===== config.mk =====
export PLATFORM = sky130hd
export DESIGN_NAME = u2_rx_core
export DESIGN_NICKNAME = d
export VERILOG_FILES = /design/src/rtl/u2_rx_pkg.sv /design/src/rtl/rx_settings.sv /design/src/rtl/rx_sample_capture.sv /design/src/rtl/sample_fifo.sv /design/src/rtl/rx_packet_framer.sv /design/src/rtl/u2_rx_core.sv
export SDC_FILE = /design/constraint.sdc
export NUM_CORES = 1
export LEC_CHECK = 0
export BUFFER_PORTS_ARGS = -buffer_cell sky130_fd_sc_hd__buf_2
export CELL_PAD_IN_SITES_DETAIL_PLACEMENT = 0
export CELL_PAD_IN_SITES_GLOBAL_PLACEMENT = 1
export CORE_UTILIZATION = 33
export CTS_BUF_LIST = sky130_fd_sc_hd__clkbuf_16
export DETAILED_ROUTE_END_ITERATION = 7
export PLACE_DENSITY = 0.6
export SLEW_MARGIN = 20
export SYNTH_ARGS = -nofsm -noshare
export SYNTH_HDL_FRONTEND = slang
export SYNTH_SLANG_ARGS = --single-unit

===== constraint.sdc =====
create_clock -name dsp_clk -period 10.8 [get_ports dsp_clk]
set_input_delay 2.16 -clock dsp_clk [delete_from_list [all_inputs] [get_ports dsp_clk]]
set_output_delay 2.16 -clock dsp_clk [all_outputs]
set_load 0.05 [all_outputs]

===== src/rtl/u2_rx_pkg.sv =====
/*
 * Receive path types, settings register offsets, LED source default
 * and the packet framer state encoding
 */
package u2_rx_pkg;

   // Settings bus, as seen after the clock crossing
   typedef logic [7:0]  set_addr_t;
   typedef logic [31:0] set_data_t;

   typedef struct packed {
      logic      stb;
      set_addr_t addr;
      set_data_t data;
   } set_bus_t;

   typedef logic [13:0] adc_word_t;   // Raw converter word
   typedef logic [15:0] iq_t;         // Padded component
   typedef logic [31:0] sample_t;     // {I, Q}

   // One 36 bit line toward the packet router
   typedef struct packed {
      logic [1:0] spare;
      logic       eof;
      logic       sof;
      sample_t    data;
   } rx_line_t;

   typedef logic [15:0] rate_t;
   typedef logic [15:0] spp_t;

   typedef enum logic [1:0] {FR_IDLE, FR_HEADER, FR_SAMPLES} framer_state_t;

   localparam int SR_LED_SW  = 3;     // Misc block
   localparam int SR_LED_SRC = 6;
   localparam int SR_SPP     = 0;     // Control block
   localparam int SR_RUN     = 1;
   localparam int SR_CLEAR   = 3;
   localparam int SR_RATE    = 0;     // DSP block

   localparam logic [7:0] LED_SRC_AT_RESET = 8'b0000_0110;

endpackage


===== src/rtl/rx_settings.sv =====
/*
 * Settings register decode for the receive path, clear pulse
 * and the hardware/software LED source mux
 */
`timescale 1ns/1ns

module rx_settings import u2_rx_pkg::*; #(
   parameter int BASE_MISC = 0,
   parameter int BASE_CTRL = 32,
   parameter int BASE_DSP  = 48
) (
   input  logic       dsp_clk,
   input  logic       por_rst,
   input  set_bus_t   set_bus_i,
   input  logic       overrun_i,
   output logic       run_o,
   output rate_t      rate_o,
   output spp_t       spp_o,
   output logic       clear_o,
   output logic [7:0] leds_o
);

   logic [7:0] led_sw;
   logic [7:0] led_src;
   logic [7:0] led_hw;
   logic       wr_led_sw, wr_led_src, wr_spp, wr_run, wr_clear, wr_rate;

   ////////////////////////////////////////
   // Address decode
   assign wr_led_sw  = set_bus_i.stb && (set_bus_i.addr == set_addr_t'(BASE_MISC + SR_LED_SW));
   assign wr_led_src = set_bus_i.stb && (set_bus_i.addr == set_addr_t'(BASE_MISC + SR_LED_SRC));
   assign wr_spp     = set_bus_i.stb && (set_bus_i.addr == set_addr_t'(BASE_CTRL + SR_SPP));
   assign wr_run     = set_bus_i.stb && (set_bus_i.addr == set_addr_t'(BASE_CTRL + SR_RUN));
   assign wr_clear   = set_bus_i.stb && (set_bus_i.addr == set_addr_t'(BASE_CTRL + SR_CLEAR));
   assign wr_rate    = set_bus_i.stb && (set_bus_i.addr == set_addr_t'(BASE_DSP + SR_RATE));

   always_ff @(posedge dsp_clk) begin
      if (por_rst) begin
         led_sw  <= '0;
         led_src <= LED_SRC_AT_RESET;
         run_o   <= 1'b0;
         rate_o  <= '0;
         spp_o   <= '0;
         clear_o <= 1'b0;
      end else begin
         if (wr_led_sw)
            led_sw <= set_bus_i.data[7:0];
         if (wr_led_src)
            led_src <= set_bus_i.data[7:0];
         if (wr_spp)
            spp_o <= set_bus_i.data[15:0];
         if (wr_run)
            run_o <= set_bus_i.data[0];
         if (wr_rate)
            rate_o <= set_bus_i.data[15:0];
         clear_o <= wr_clear;   // Data is ignored
      end
   end

   ////////////////////////////////////////
   // LEDs, a 1 in led_src selects hardware
   assign led_hw = {5'b0, overrun_i, run_o, 1'b0};
   assign leds_o = (led_src & led_hw) | (~led_src & led_sw);

   // Writers space clear strobes apart
   assert property (@(posedge dsp_clk) disable iff (por_rst) clear_o |=> !clear_o)
      else $error("clear_o held for more than one cycle");

endmodule


===== src/rtl/rx_sample_capture.sv =====
/*
 * Sample capture with decimating strobe, ADC padding and sticky overrun
 */
`timescale 1ns/1ns

module rx_sample_capture import u2_rx_pkg::*; (
   input  logic      dsp_clk,
   input  logic      por_rst,
   input  logic      run_i,
   input  rate_t     rate_i,
   input  logic      clear_i,
   input  adc_word_t adc_a_i,
   input  adc_word_t adc_b_i,
   input  logic      fifo_full_i,
   output logic      wr_en_o,
   output sample_t   wr_sample_o,
   output logic      overrun_o
);

   logic  run_d1;    // Run as seen one cycle after the register
   rate_t cnt;
   logic  strobe;
   iq_t   i_pad;
   iq_t   q_pad;

   // Two low zero bits on each converter word
   assign i_pad       = {adc_a_i, 2'b00};
   assign q_pad       = {adc_b_i, 2'b00};
   assign wr_sample_o = {i_pad, q_pad};

   assign strobe  = run_d1 && !overrun_o && !clear_i && (cnt == '0);
   assign wr_en_o = strobe && !fifo_full_i;   // Full FIFO drops the sample

   always_ff @(posedge dsp_clk) begin
      if (por_rst) begin
         run_d1    <= 1'b0;
         cnt       <= '0;
         overrun_o <= 1'b0;
      end else begin
         run_d1 <= run_i;
         if (clear_i) begin
            overrun_o <= 1'b0;
            cnt       <= '0;
         end else begin
            if (strobe && fifo_full_i)
               overrun_o <= 1'b1;
            // Count down from rate and strobe at zero
            if (!run_d1 || overrun_o)
               cnt <= '0;   // First strobe right after run
            else if (cnt == '0)
               cnt <= rate_i;
            else
               cnt <= cnt - 1'b1;
         end
      end
   end

   assert property (@(posedge dsp_clk) disable iff (por_rst) fifo_full_i |-> !wr_en_o)
      else $error("write strobe into a full FIFO");

endmodule


===== src/rtl/sample_fifo.sv =====
/*
 * Show-ahead circular sample buffer with synchronous clear
 */
`timescale 1ns/1ns

module sample_fifo import u2_rx_pkg::*; #(
   parameter int FIFO_AW = 4
) (
   input  logic    dsp_clk,
   input  logic    por_rst,
   input  logic    clear_i,
   input  logic    wr_en_i,
   input  sample_t wr_sample_i,
   input  logic    rd_en_i,
   output sample_t rd_sample_o,
   output logic    not_empty_o,
   output logic    full_o
);

   localparam int DEPTH = 2 ** FIFO_AW;

   sample_t            mem [DEPTH];
   logic [FIFO_AW-1:0] wr_ptr;
   logic [FIFO_AW-1:0] rd_ptr;
   logic [FIFO_AW:0]   count;    // Occupancy, 0 to DEPTH

   always_ff @(posedge dsp_clk) begin
      if (wr_en_i)
         mem[wr_ptr] <= wr_sample_i;
   end

   always_ff @(posedge dsp_clk) begin
      if (por_rst || clear_i) begin
         wr_ptr <= '0;
         rd_ptr <= '0;
         count  <= '0;
      end else begin
         if (wr_en_i)
            wr_ptr <= wr_ptr + 1'b1;   // Wraps at DEPTH
         if (rd_en_i)
            rd_ptr <= rd_ptr + 1'b1;
         if (wr_en_i && !rd_en_i)
            count <= count + 1'b1;
         else if (rd_en_i && !wr_en_i)
            count <= count - 1'b1;
      end
   end

   assign rd_sample_o = mem[rd_ptr];   // Head visible without a read
   assign not_empty_o = (count != '0);
   assign full_o      = (count == (FIFO_AW+1)'(DEPTH));

   assert property (@(posedge dsp_clk) disable iff (por_rst) rd_en_i |-> not_empty_o)
      else $error("read from an empty FIFO");

   assert property (@(posedge dsp_clk) disable iff (por_rst) wr_en_i |-> !full_o)
      else $error("write into a full FIFO");

endmodule


===== src/rtl/rx_packet_framer.sv =====
/*
 * Packet framer, header line then spp sample lines with eof on the last
 */
`timescale 1ns/1ns

module rx_packet_framer import u2_rx_pkg::*; (
   input  logic     dsp_clk,
   input  logic     por_rst,
   input  logic     clear_i,
   input  spp_t     spp_i,
   input  sample_t  rd_sample_i,
   input  logic     not_empty_i,
   output logic     rd_en_o,
   output rx_line_t line_o,
   output logic     line_valid_o,
   input  logic     line_ready_i
);

   framer_state_t state;
   spp_t          pkt_len;    // Latched per packet, never 0
   spp_t          remain;     // Sample lines still to send
   logic [15:0]   seq_num;
   logic          xfer;

   assign xfer = line_valid_o && line_ready_i;

   ////////////////////////////////////////
   // Line mux
   always_comb begin
      line_o       = '0;
      line_valid_o = 1'b0;
      rd_en_o      = 1'b0;
      case (state)
         FR_HEADER: begin
            line_o.sof   = 1'b1;
            line_o.data  = {seq_num, pkt_len};
            line_valid_o = 1'b1;
         end
         FR_SAMPLES: begin
            line_o.eof   = (remain == spp_t'(1));
            line_o.data  = rd_sample_i;
            line_valid_o = not_empty_i;
            rd_en_o      = not_empty_i && line_ready_i;   // Pop on accept
         end
         default: ;
      endcase
   end

   ////////////////////////////////////////
   // Sequencing
   always_ff @(posedge dsp_clk) begin
      if (por_rst || clear_i) begin
         state   <= FR_IDLE;
         pkt_len <= '0;
         remain  <= '0;
         seq_num <= '0;   // Partial packet is dropped
      end else begin
         case (state)
            FR_IDLE: begin
               if (not_empty_i) begin
                  pkt_len <= (spp_i == '0) ? spp_t'(1) : spp_i;
                  state   <= FR_HEADER;
               end
            end
            FR_HEADER: begin
               if (line_ready_i) begin
                  remain <= pkt_len;
                  state  <= FR_SAMPLES;
               end
            end
            FR_SAMPLES: begin
               if (xfer) begin
                  remain <= remain - 1'b1;
                  if (remain == spp_t'(1)) begin
                     seq_num <= seq_num + 1'b1;
                     state   <= FR_IDLE;
                  end
               end
            end
            default: state <= FR_IDLE;
         endcase
      end
   end

   // Held line stays put until the router takes it
   assert property (@(posedge dsp_clk) disable iff (por_rst || clear_i)
      line_valid_o && !line_ready_i |=> line_valid_o && $stable(line_o))
      else $error("line changed under back-pressure");

endmodule


===== src/rtl/u2_rx_core.sv =====
/*
 * Receive path top, settings, capture, sample FIFO and framer
 */
`timescale 1ns/1ns

module u2_rx_core import u2_rx_pkg::*; #(
   parameter int BASE_MISC = 0,
   parameter int BASE_CTRL = 32,
   parameter int BASE_DSP  = 48,
   parameter int FIFO_AW   = 4
) (
   input  logic       dsp_clk,
   input  logic       por_rst,
   input  set_bus_t   set_bus_i,
   input  adc_word_t  adc_a_i,
   input  adc_word_t  adc_b_i,
   output rx_line_t   line_o,
   output logic       line_valid_o,
   input  logic       line_ready_i,
   output logic       overrun_o,
   output logic [7:0] leds_o
);

   logic    run, clear;
   rate_t   rate;
   spp_t    spp;
   logic    wr_en, fifo_full, not_empty, rd_en;
   sample_t wr_sample, rd_sample;

   ////////////////////////////////////////
   // Settings and LEDs
   rx_settings #(.BASE_MISC(BASE_MISC), .BASE_CTRL(BASE_CTRL), .BASE_DSP(BASE_DSP))
   rx_settings_i (
      .dsp_clk, .por_rst, .set_bus_i, .overrun_i(overrun_o),
      .run_o(run), .rate_o(rate), .spp_o(spp), .clear_o(clear), .leds_o);

   ////////////////////////////////////////
   // Capture, buffer, framing
   rx_sample_capture rx_sample_capture_i (
      .dsp_clk, .por_rst, .run_i(run), .rate_i(rate), .clear_i(clear),
      .adc_a_i, .adc_b_i, .fifo_full_i(fifo_full),
      .wr_en_o(wr_en), .wr_sample_o(wr_sample), .overrun_o);

   sample_fifo #(.FIFO_AW(FIFO_AW)) sample_fifo_i (
      .dsp_clk, .por_rst, .clear_i(clear),
      .wr_en_i(wr_en), .wr_sample_i(wr_sample),
      .rd_en_i(rd_en), .rd_sample_o(rd_sample),
      .not_empty_o(not_empty), .full_o(fifo_full));

   rx_packet_framer rx_packet_framer_i (
      .dsp_clk, .por_rst, .clear_i(clear), .spp_i(spp),
      .rd_sample_i(rd_sample), .not_empty_i(not_empty), .rd_en_o(rd_en),
      .line_o, .line_valid_o, .line_ready_i);   // Toward the packet router

endmodule


After elaboration in Yosys (flattened, before gate mapping) --
Memory sizes are Yosys's and may differ from the RTL's. A register that Yosys moved wholly into a read port is not among the register bits. Index checks and enable logic that the tools add are counted. W data, S select, Z words.
Storage, ports and cells: input port bits 72, memories 1, RAM bits 448, logic and storage cells 98, register bits after elaboration 131, output and inout port bits 46
Memory list:
- sample_fifo_i.mem | words 16, width 28, read ports 1, clocked after Yosys merged registers in 1, wr ports 1, RTL line sample_fifo.sv:22 | sample_t mem [DEPTH];
Cells by class: muxes and demuxes 21, reduce and logical (&&, ||, !) cells 35, equality and inequality tests 14, $add $sub $neg 7, bitwise operators 4
Operator list (count):
- $mux W16 | 4
- $pmux W32 S2 | 1
- $eq A8 B6 Y1 const B | 4
- $logic_not A16 Y1 | 2
- $pmux W16 S2 | 1
- $sub A16 B1 Y16 const B | 2
- $add A16 B1 Y16 const B | 1
- $eq A16 B1 Y1 const B | 1
- $logic_and A1 B1 Y1 | 15
- $mux W5 | 2
- $add A4 B1 Y4 const B | 2
- $and A8 B3 Y8 | 1
- $and A8 B8 Y8 | 1
- $eq A8 B2 Y1 const B | 1
- $eq A8 B3 Y1 const B | 1
- $mux W2 | 4
- $mux W4 | 2
- $not A8 Y8 | 1
- $or A8 B8 Y8 | 1
- $logic_not A1 Y1 | 6
- $ne A2 B1 Y1 const B | 3
- $pmux W2 S3 | 1
- $reduce_and A3 Y1 | 2
- $add A5 B1 Y5 const B | 1
- other kinds (15) | 21

Logic depth before layout (Yosys ltp) --
word-level depth 9, gate-level depth with buffers 13, mapped depth without buffers 12

Modules after synthesis --
From an unflattened synthesis, not the netlist that was laid out.
Second synthesis, totals: cell total of the unflattened synthesis 1647, area total of the unflattened synthesis 26532.9 sq um
By module, submodules not included:
- sample_fifo | cells an instance 891, area each 20051.7 sq um, times used 1, seq. area each 15715.1 sq um
- rx_packet_framer | cells an instance 408, area each 3081.7 sq um, times used 1, seq. area each 1001.0 sq um
- rx_settings | cells an instance 201, area each 2168.3 sq um, times used 1, seq. area each 1001.0 sq um
- rx_sample_capture | cells an instance 147, area each 1231.2 sq um, times used 1, seq. area each 360.3 sq um

Least setup slack after synthesis --
Ideal clock, no wire load.
path kind register -> output, start reg with a tool-made name, end out line_o[11] (netlist name), stages on the path, launching flop included 7, setup slack 5.849 ns, required time 8.640 ns, arrival time 2.791 ns, buffers on the path 3, path through dfxtp_1 clkbuf_1 clkbuf_1 buf_1 mux4_2 mux2i_1 o21ai_0
RTL lines:
- end: declaration | RTL line u2_rx_core.sv:17 | output rx_line_t line_o,

==> results.sh <==
export IMPL_layout_nets=1663
export IMPL_ant_nets=0
export IMPL_cts_buffers=66
export IMPL_total_power_w=0.00456
export IMPL_layout_worst_path_cycle_share=0.562
export IMPL_setup_tns_ps=0
export IMPL_busiest_layer="met2"
export IMPL_crit_required_ps=8640
export IMPL_fin_skew_ps=13.6
export IMPL_crit_type="register to output port"
export IMPL_hold_path_class="register to register"
export IMPL_ys_seq_area_frac=0.692
export IMPL_rrSetupSlack_ps=6890
export IMPL_drc_errors=0
export IMPL_power_density_nw_per_um2=170
export IMPL_cts_resized_gates=0
export IMPL_wl_per_cell_um=21.9
export IMPL_core_um2=70000
export IMPL_io_pins=118
export IMPL_slew_viol_final=0
export IMPL_holdBufCountCts=0
export IMPL_layout_min_cycle_time_ps=6070
export IMPL_globalRouteMet2Util=0.264
export IMPL_end_kind="output port"
export IMPL_slew_headroom=0.253
export IMPL_grt_pass1_vias=13000
export IMPL_antenna_found_initial=2
export IMPL_std_cell_rows=97
export IMPL_syn_avg_cell_area_um2=16.0
export IMPL_rsz0062_at_grt="false"
export IMPL_synth_commonest_cells="edfxtp_1, dfxtp_1, mux4_2"
export IMPL_synth_most_common_cell="edfxtp_1"
export IMPL_status="completed"
export IMPL_drtIter0Drc=989
export IMPL_p_leak_nw=9.07
export IMPL_cts_sinks=583
export IMPL_grt_ovfl_total=0
export IMPL_fmax_mhz=165
export IMPL_drt_first_pass_iters=5
export IMPL_vias=13000
export IMPL_ys_top_cells_by_area="edfxtp_1, dfxtp_1, mux4_2"
export IMPL_crit_fanout=46
export IMPL_ys_warn_count=0
export IMPL_fill_cells=6553
export IMPL_hold_viol_final=0
export IMPL_arrival_ps=3910
export IMPL_setup_viol=0
export IMPL_grt_util_met3=0.0300
export IMPL_track_usage=0.159
export IMPL_routed_via_density=5.05
export IMPL_worstMarginPinSlew_ps=1120
export IMPL_cts_root_buf="clkbuf_16"
export IMPL_global_route_usage_met1=0.210
export IMPL_port_buffer_count=99
export IMPL_grt_pass1_wl_mm=83.9
export IMPL_gp_congestion=0.761
export IMPL_grt_max_degree=70
export IMPL_die_w_um=268
export IMPL_synth_cell_types=64
export IMPL_cp_start_kind="register"
export IMPL_die_area_um2=71800
export IMPL_drt_wl_total_mm=56.2
export IMPL_async_flop_share=0
export IMPL_start_util=0.333
export IMPL_htree_levels=3
export IMPL_synth_top_area_share=0.577
export IMPL_synth_edf_count=448
export IMPL_maxCapViolations=0
export IMPL_dpl_hpwl_mm=32.2
export IMPL_synth_top_area_cell="edfxtp_1"
export IMPL_area_delta_synth_final_pct=15.3
export IMPL_postCtsSetupRepairBufs=0
export IMPL_cts_tree="yes"
export IMPL_max_vdd_ir_drop_uv=119
export IMPL_drive_gt1_frac=0.215
export IMPL_syn_area_um2=23300
export IMPL_path_clk_slew_ps=50
export IMPL_synth_ff_latch_count=583
export IMPL_syn_inst=1462
export IMPL_synthFlopType="edfxtp_1"
export IMPL_multi_input_area_um2=6800
export IMPL_clock_latency_ps=600
export IMPL_clockBufferDepth=3
export IMPL_die_y_um=268
export IMPL_regArea_um2=16200
worst paths after layout:
check / from / cells after the start / to
setup / recovery: register / 6 / line_o[22]
hold / removal: rx_sample_capture_i.cnt[0] / 1 / rx_sample_capture_i.cnt[0]
setup reg to reg: rx_sample_capture_i.cnt[2] / 11 / sample_fifo_i.count[4]
hold reg to reg: rx_sample_capture_i.cnt[0] / 1 / rx_sample_capture_i.cnt[0]
per-stage QoR:
step,util,instances,cell area (µm²),setup WS (ps),hold slack (ps)
3_3_place_gp,0.355,2445,24900,5220,445
2_1_floorplan,-,1463,23300,5850,426
6_report,0.384,2563,26900,4730,468
5_1_grt,0.384,2563,26900,4380,481
3_5_place_dp,0.355,2445,24900,5220,446
4_1_cts,0.384,2562,26900,4570,461
worst max-delay path, stage by stage (launching register included):
cell and delay, ps:
dfxtp_4 810, buf_4 870, mux4_2 600, a22o_1 230, a21oi_1 250, o21ai_0 210, buf_2 260
sequential cells by signal (all words and copies together), names as in the netlist, named ones only:
signal and flops:
rx_packet_framer_i.pkt_len 16, rx_packet_framer_i.remain 16, rx_packet_framer_i.seq_num 16, rx_packet_framer_i.state 2
rx_sample_capture_i.cnt 16, rx_sample_capture_i.overrun_o 1, rx_sample_capture_i.run_d1 1, rx_settings_i.clear_o 1
rx_settings_i.led_src 8, rx_settings_i.led_sw 8, rx_settings_i.rate_o 16, rx_settings_i.run_o 1
rx_settings_i.spp_o 16, sample_fifo_i.count 5, sample_fifo_i.mem 448, sample_fifo_i.rd_ptr 4
sample_fifo_i.wr_ptr 4
placed cells by master (no fill, tap or decap), types with 6 or more instances in the layout:
cell,instances
a211oi_1,17
a21oi_1,78
a22o_1,29
a31oi_1,6
and2_1,8
and3_1,16
and3_2,9
buf_2,99
buf_4,21
clkbuf_16,69
clkinv_1,18
clkinv_2,11
dfxtp_1,132
edfxtp_1,448
ha_1,17
inv_1,33
mux2i_1,78
mux4_2,112
nand2_1,66
nand2b_1,6
nand3_1,22
nand4_1,13
nor2_1,111
nor2b_1,11
nor3_1,17
nor4_1,9
o21ai_0,53
or3_1,8
or4_1,8
xnor2_1,11
xor2_1,19
logic make-up (layout without fill, tap and decap cells):
logic type,count (synthesis),count (layout),synth area share
buffers and inverters,99,258,0.0176
other,1,3,0.000161
adders and majority gates,18,18,0.00997
xor gates and xnor gates,30,30,0.0113
and+or+nand+nor,326,326,0.0692
DFF,583,583,0.692
AOI/OAI and AO/OA,212,212,0.0564
muxes,193,193,0.143
layer usage:
layer	share of wire	vias to the layer above
li1	-	5946
met1	0.44	6573
met2	0.48	334
met3	0.050	99
met4	0.027	0
met5	0	-
power breakdown:
group / total (W) / switching (W) / internal (W)
sequential: 0.00241 / 0.000000752 / 0.00241
combinational: 0.0000716 / 0.0000553 / 0.0000163
clock: 0.00208 / 0.000893 / 0.00118
area by class of cell:
type                       count  area share
tap                          940      0.0437
clock inverter                48      0.0107
inverter                      21     0.00293
multi-input combinational    781       0.253
clock buffer                  69      0.0642
antenna                        1   0.0000931
sequential                   583       0.601
timing repair buffer         120      0.0243
(Power assumes the default switching activity.)
